**src/rob_defines.svh**
```systemverilog
`ifndef ROB_DEFINES_SVH
`define ROB_DEFINES_SVH

// buffer geometry, depth may also be 8 or 32
`define ROB_DEPTH      16
`define ROB_ADDR_LEN   4

// superscalar widths
`define DISPATCH_WIDTH 2
`define RETIRE_WIDTH   2

// data and memory address width
`define DATA_W         32

`endif

```
**src/rob_pkg.sv**
```systemverilog
`default_nettype none

`include "rob_defines.svh"

package rob_pkg;

    // entry index into the buffer
    typedef logic [`ROB_ADDR_LEN-1:0] rob_addr_t;

    // entry index with wrap bit on top
    // equal pointers mean empty, same index with other wrap bit means full
    typedef logic [`ROB_ADDR_LEN:0] rob_ptr_t;

    // architectural register, 0 is no write
    typedef logic [4:0] creg_t;

    // op class stored per entry at dispatch
    typedef enum logic [1:0] {
        OP_ALU    = 2'd0,
        OP_LOAD   = 2'd1,
        OP_STORE  = 2'd2,
        OP_BRANCH = 2'd3
    } op_class_e;

endpackage

`default_nettype wire

```
**src/rob_result.sv**
```systemverilog
`timescale 1ns/1ns
`default_nettype none

`include "rob_defines.svh"

module rob_result (
    input  logic                       clk,
    input  logic                       rst_n,
    input  logic                       rob_flush,
    input  logic [`DISPATCH_WIDTH-1:0] alloc_valid,
    input  rob_pkg::rob_addr_t         alloc_addr [`DISPATCH_WIDTH],
    input  logic                       alu_done_valid,
    input  rob_pkg::rob_addr_t         alu_done_addr,
    input  logic [`DATA_W-1:0]         alu_done_data,
    input  logic                       alu_done_taken,
    input  logic [`DATA_W-1:0]         alu_done_target,
    input  logic                       mem_done_valid,
    input  rob_pkg::rob_addr_t         mem_done_addr,
    input  logic [`DATA_W-1:0]         mem_done_data,
    input  logic [`DATA_W-1:0]         mem_done_maddr,
    output logic                       entry_complete [`ROB_DEPTH],
    output logic [`DATA_W-1:0]         entry_data [`ROB_DEPTH],
    output logic [`DATA_W-1:0]         entry_maddr [`ROB_DEPTH],
    output logic                       entry_taken [`ROB_DEPTH],
    output logic [`DATA_W-1:0]         entry_target [`ROB_DEPTH]
);

    // allocated and still waiting for its result
    logic entry_pending [`ROB_DEPTH];

    always_ff @(posedge clk) begin
        if (!rst_n) begin
            for (int j = 0; j < `ROB_DEPTH; j++) begin
                entry_complete[j] <= 1'b0;
                entry_pending[j]  <= 1'b0;
            end
        end else begin
            if (alu_done_valid) begin
                entry_complete[alu_done_addr] <= 1'b1;
                entry_pending[alu_done_addr]  <= 1'b0;
            end
            if (mem_done_valid) begin
                entry_complete[mem_done_addr] <= 1'b1;
                entry_pending[mem_done_addr]  <= 1'b0;
            end
            // new entries start incomplete
            for (int i = 0; i < `DISPATCH_WIDTH; i++) begin
                if (alloc_valid[i]) begin
                    entry_complete[alloc_addr[i]] <= 1'b0;
                    entry_pending[alloc_addr[i]]  <= 1'b1;
                end
            end
            // flushed entries can no longer complete
            if (rob_flush) begin
                for (int j = 0; j < `ROB_DEPTH; j++) begin
                    entry_pending[j] <= 1'b0;
                end
            end
        end
    end

    // result payload, both ports may land in one cycle
    always_ff @(posedge clk) begin
        if (alu_done_valid) begin
            entry_data[alu_done_addr]   <= alu_done_data;
            entry_taken[alu_done_addr]  <= alu_done_taken;
            entry_target[alu_done_addr] <= alu_done_target;
        end
        if (mem_done_valid) begin
            // load value or store data
            entry_data[mem_done_addr]  <= mem_done_data;
            entry_maddr[mem_done_addr] <= mem_done_maddr;
        end
    end

    a_alu_done_allocated: assert property (
        @(posedge clk) disable iff (!rst_n) alu_done_valid |-> entry_pending[alu_done_addr]);

    a_mem_done_allocated: assert property (
        @(posedge clk) disable iff (!rst_n) mem_done_valid |-> entry_pending[mem_done_addr]);

    a_ports_distinct: assert property (
        @(posedge clk) disable iff (!rst_n)
        (alu_done_valid && mem_done_valid) |-> (alu_done_addr != mem_done_addr));

endmodule

`default_nettype wire

```
**config.mk**
```make
export PLATFORM = sky130hd
export DESIGN_NAME = rob_result
export DESIGN_NICKNAME = d
export VERILOG_FILES = /design/src/rob_pkg.sv /design/src/rob_result.sv
export VERILOG_INCLUDE_DIRS = /design/src
export SDC_FILE = /design/constraint.sdc
export NUM_CORES = 2
export LEC_CHECK = 0
export ABC_AREA = 1
export ABC_CLOCK_PERIOD_IN_PS = 2900
export BUFFER_PORTS_ARGS = -buffer_cell sky130_fd_sc_hd__buf_2
export CAP_MARGIN = 25
export CORE_AREA = 2 2 668 670
export CTS_CLUSTER_SIZE = 40
export DETAILED_ROUTE_END_ITERATION = 6
export DIE_AREA = 0 0 670 672
export GPL_ROUTABILITY_DRIVEN = 0
export PLACE_DENSITY_LB_ADDON = 0.3
export SYNTH_ARGS = -nofsm -noshare
export SYNTH_HDL_FRONTEND = slang
export SYNTH_SLANG_ARGS = --single-unit
```
**constraint.sdc**
```tcl
create_clock -name clk -period 2.9 [get_ports clk]
set_input_delay 0.29 -clock clk [delete_from_list [all_inputs] [get_ports clk]]
set_output_delay 0.29 -clock clk [all_outputs]
set_load 0.005 [all_outputs]
```
==> run metrics <==
top_reg_cell synth edfxtp_1; Yosys reg bits 1,568; Unique masters post-synth 20; Ys Warns 0; Final min period 2597 ps; Chip Width 670 um; DR pass1 iterations 5; clk slew on worst S/H paths 60 ps; Post-synth ARST share 0%; max-cap viol count 0; critical path peak fanout 20; Power Total 60.24 mW; Critical Path RT 3670 ps; Logic pwr share 14.7%; DRC 0; Sw Pwr 17.48 mW; wire per inst 27.16 um; Post-CTS Setup Inserts 0; Synthesized Nets 5,449; outcome complete, no violations; sequential fraction of the synthesis area 72.74%; core area 443,600 um2; num rows 245; DRT Wirelength 360.6 mm; post-route ant nets 0; final hold violations 0; RSZ-0062 raised after global routing false; die height 672 um; Longest Clk Path Bufs 4; initial antenna violation count 74; Initial Util 12.96%; worst-skew pair later-pin latency 830 ps; PwrDens 737.7 nW/um2; Switching Share 29.01%; clock sink count 1,568; relative slew slack 25.96%; DR vias 47,279; Top delay family on crit path buffers and inverters; H-Tree Depth 4; Peak VDD IR 0.0005177 V; vias per cell 3.562; Flop pwr share 45.6%; leakage power 35.14 nW; worst stage delay on the critical path 610 ps; fill count 49,226; Iter 0 DRT Violations 4,900; CTS tree done; final setup fails 0; Area contributors post-synth edfxtp_1 (54%), dfxtp_1 (18%), nand2_1 (10%), nand3_1 (8.4%), inv_1 (4.0%); Layout Nets 7,316; final setup TNS 0 ps; Syn Std Cell Area 57,470 um2; # hold bufs at CTS 128; io pins 1,720; crit start category primary input; Critical Path AT 3370 ps; largest net degree at the start of global routing 79; slowest CP cell dlygate4sd3_1; first-pass GRT wire length 457.4 mm; worst slew pin tran 1111 ps; post-synth top area share 54.34%; cts bufs inserted 185; Area Growth Syn to Fin 42.08%; Clock power frac 39.6%; final period utilization 89.54%; Global Route Usage Sum 15.24%; type of the worst min-delay path in2reg; highest clock rate 385.1 MHz; cells after synthesis 5,297; Die ar. 450,200 um2; IO Port Bufs 1,718; syn avg cell area 10.85 um2; root buf cell clkbuf_16; vias in the first global route 43,844; crit-path cells dlygate4sd3_1 > buf_2 > nor2_1 > nand2_1 > nor2_4 > inv_2 > buf_12 > nand3_1 > nand2_1 > dlygate4sd3_1; Remaining Overflow, GRT 0; Internal Power 42.76 mW; Buf/Inv on CP 5; share of post-route cells with drive strength above 1 30.79%; CP endpoint kind flip-flop; Worst Clk Skew 0 ps; Slew Limit Fails 0; number of enable flip-flop cells after synthesis 1,040; leading area contributor after synthesis edfxtp_1; Setup CP Type in2reg; Post-CTS Resized 0; DP HPWL 263.3 mm
## area by class of cell
type	count	area [um2]	area share, %
clock inverter	98	1102	1.350
tap	5928	7417	9.084
timing repair buffer	2040	11900	14.58
antenna	28	70.07	0.08581
sequential	1568	41800	51.19
inverter	620	2356	2.885
clock buffer	242	4945	6.056
multi-input combinational	2749	12060	14.77
## power groups by stage
stage | Combinational [mW] | Clock [mW] | Sequential (mW)
floorplan | 3.26 | 0 | 27.7
global placement | 8.89 | 0 | 27.9
detailed placement | 8.91 | 0 | 27.9
CTS | 9.12 | 24.6 | 27.5
global route | 9.82 | 25.3 | 27.6
finish | 8.88 | 23.9 | 27.5
## worst min-delay path: cells and delay by family
| family | cells | cell delay (ps) |
|---|---|---|
| and+or+nand+nor | 3 | 250 |
| buffers and inverters | 3 | 340 |
## through the flow
step	instance area [um2]	cells	setup WS, ps	util, %	hold slack, ps
floorplan	57470	5297	618.2	-	388.9
global placement	74230	12776	105.1	16.74	483.6
detailed placement	74250	12777	129.0	16.74	496.2
CTS	81580	13245	404.0	18.39	0.5014
global route	81590	13248	209.1	18.39	25.79
finish	81650	13273	303.5	18.41	69.90
## final timing paths
check / start / end / slack, ps / depth (start not counted)
hold reg to reg: entry_complete[14] / entry_complete[14] / 510 / 2
setup / recovery: mem_done_addr[2] / entry_data[507] / 300 / 10
setup reg to reg: entry_data[165] / entry_data[165] / 1680 / 5
hold / removal: alu_done_data[7] / entry_data[7] / 70 / 6
## cells in the mapped netlist (2+ instances only)
cell type	number
nor2_2	6
nand2_1	1588
nor3_2	3
nand4_1	96
buf_2	112
nor2_1	78
dfxtp_1	528
a21oi_1	10
nand3_1	960
buf_4	2
nor3_1	4
inv_1	607
clkinv_1	8
buf_1	11
inv_2	5
edfxtp_1	1040
nor2_4	2
clkbuf_1	235
## routing by layer
layer  vias up  global-route usage [%]  wire, um
met1     23400                   17.41    137800
met2      2136                   27.69    184700
met5         -                       0       233
met4        36                   5.579     14130
li1      21220                       -         -
met3       487                   3.355     23650
## cells in the final DEF (no fill, tap or decap), drive strengths merged
master and instances:
edfxtp 1040, clkbuf 242, nor3 8, diode 28, nand2 1589, nand4 96
dlygate4sd3 128, clkinvlp 8, clkinv 69, bufinv 17, buf 1912, inv 624
a21oi 10, nand3 960, dfxtp 528, nor2 86
## cells by family (layout without fill, tap and decap cells)
logic type             Yosys count  after routing  synth area share (%)
buffers and inverters          980           3000                 6.658
AND/OR/NAND/NOR               2739           2739                 20.52
flip-flops                    1568           1568                 72.74
AO/OA/AOI/OAI                   10             10               0.08709
other                            0             28                     0
## state kept, by name, indices dropped and copies added, names as in the netlist
| register | count |
|---|---|
| entry_complete | 16 |
| entry_data | 512 |
| entry_maddr | 512 |
| entry_taken | 16 |
| entry_target | 512 |
Power figures use the tool's default switching activity.
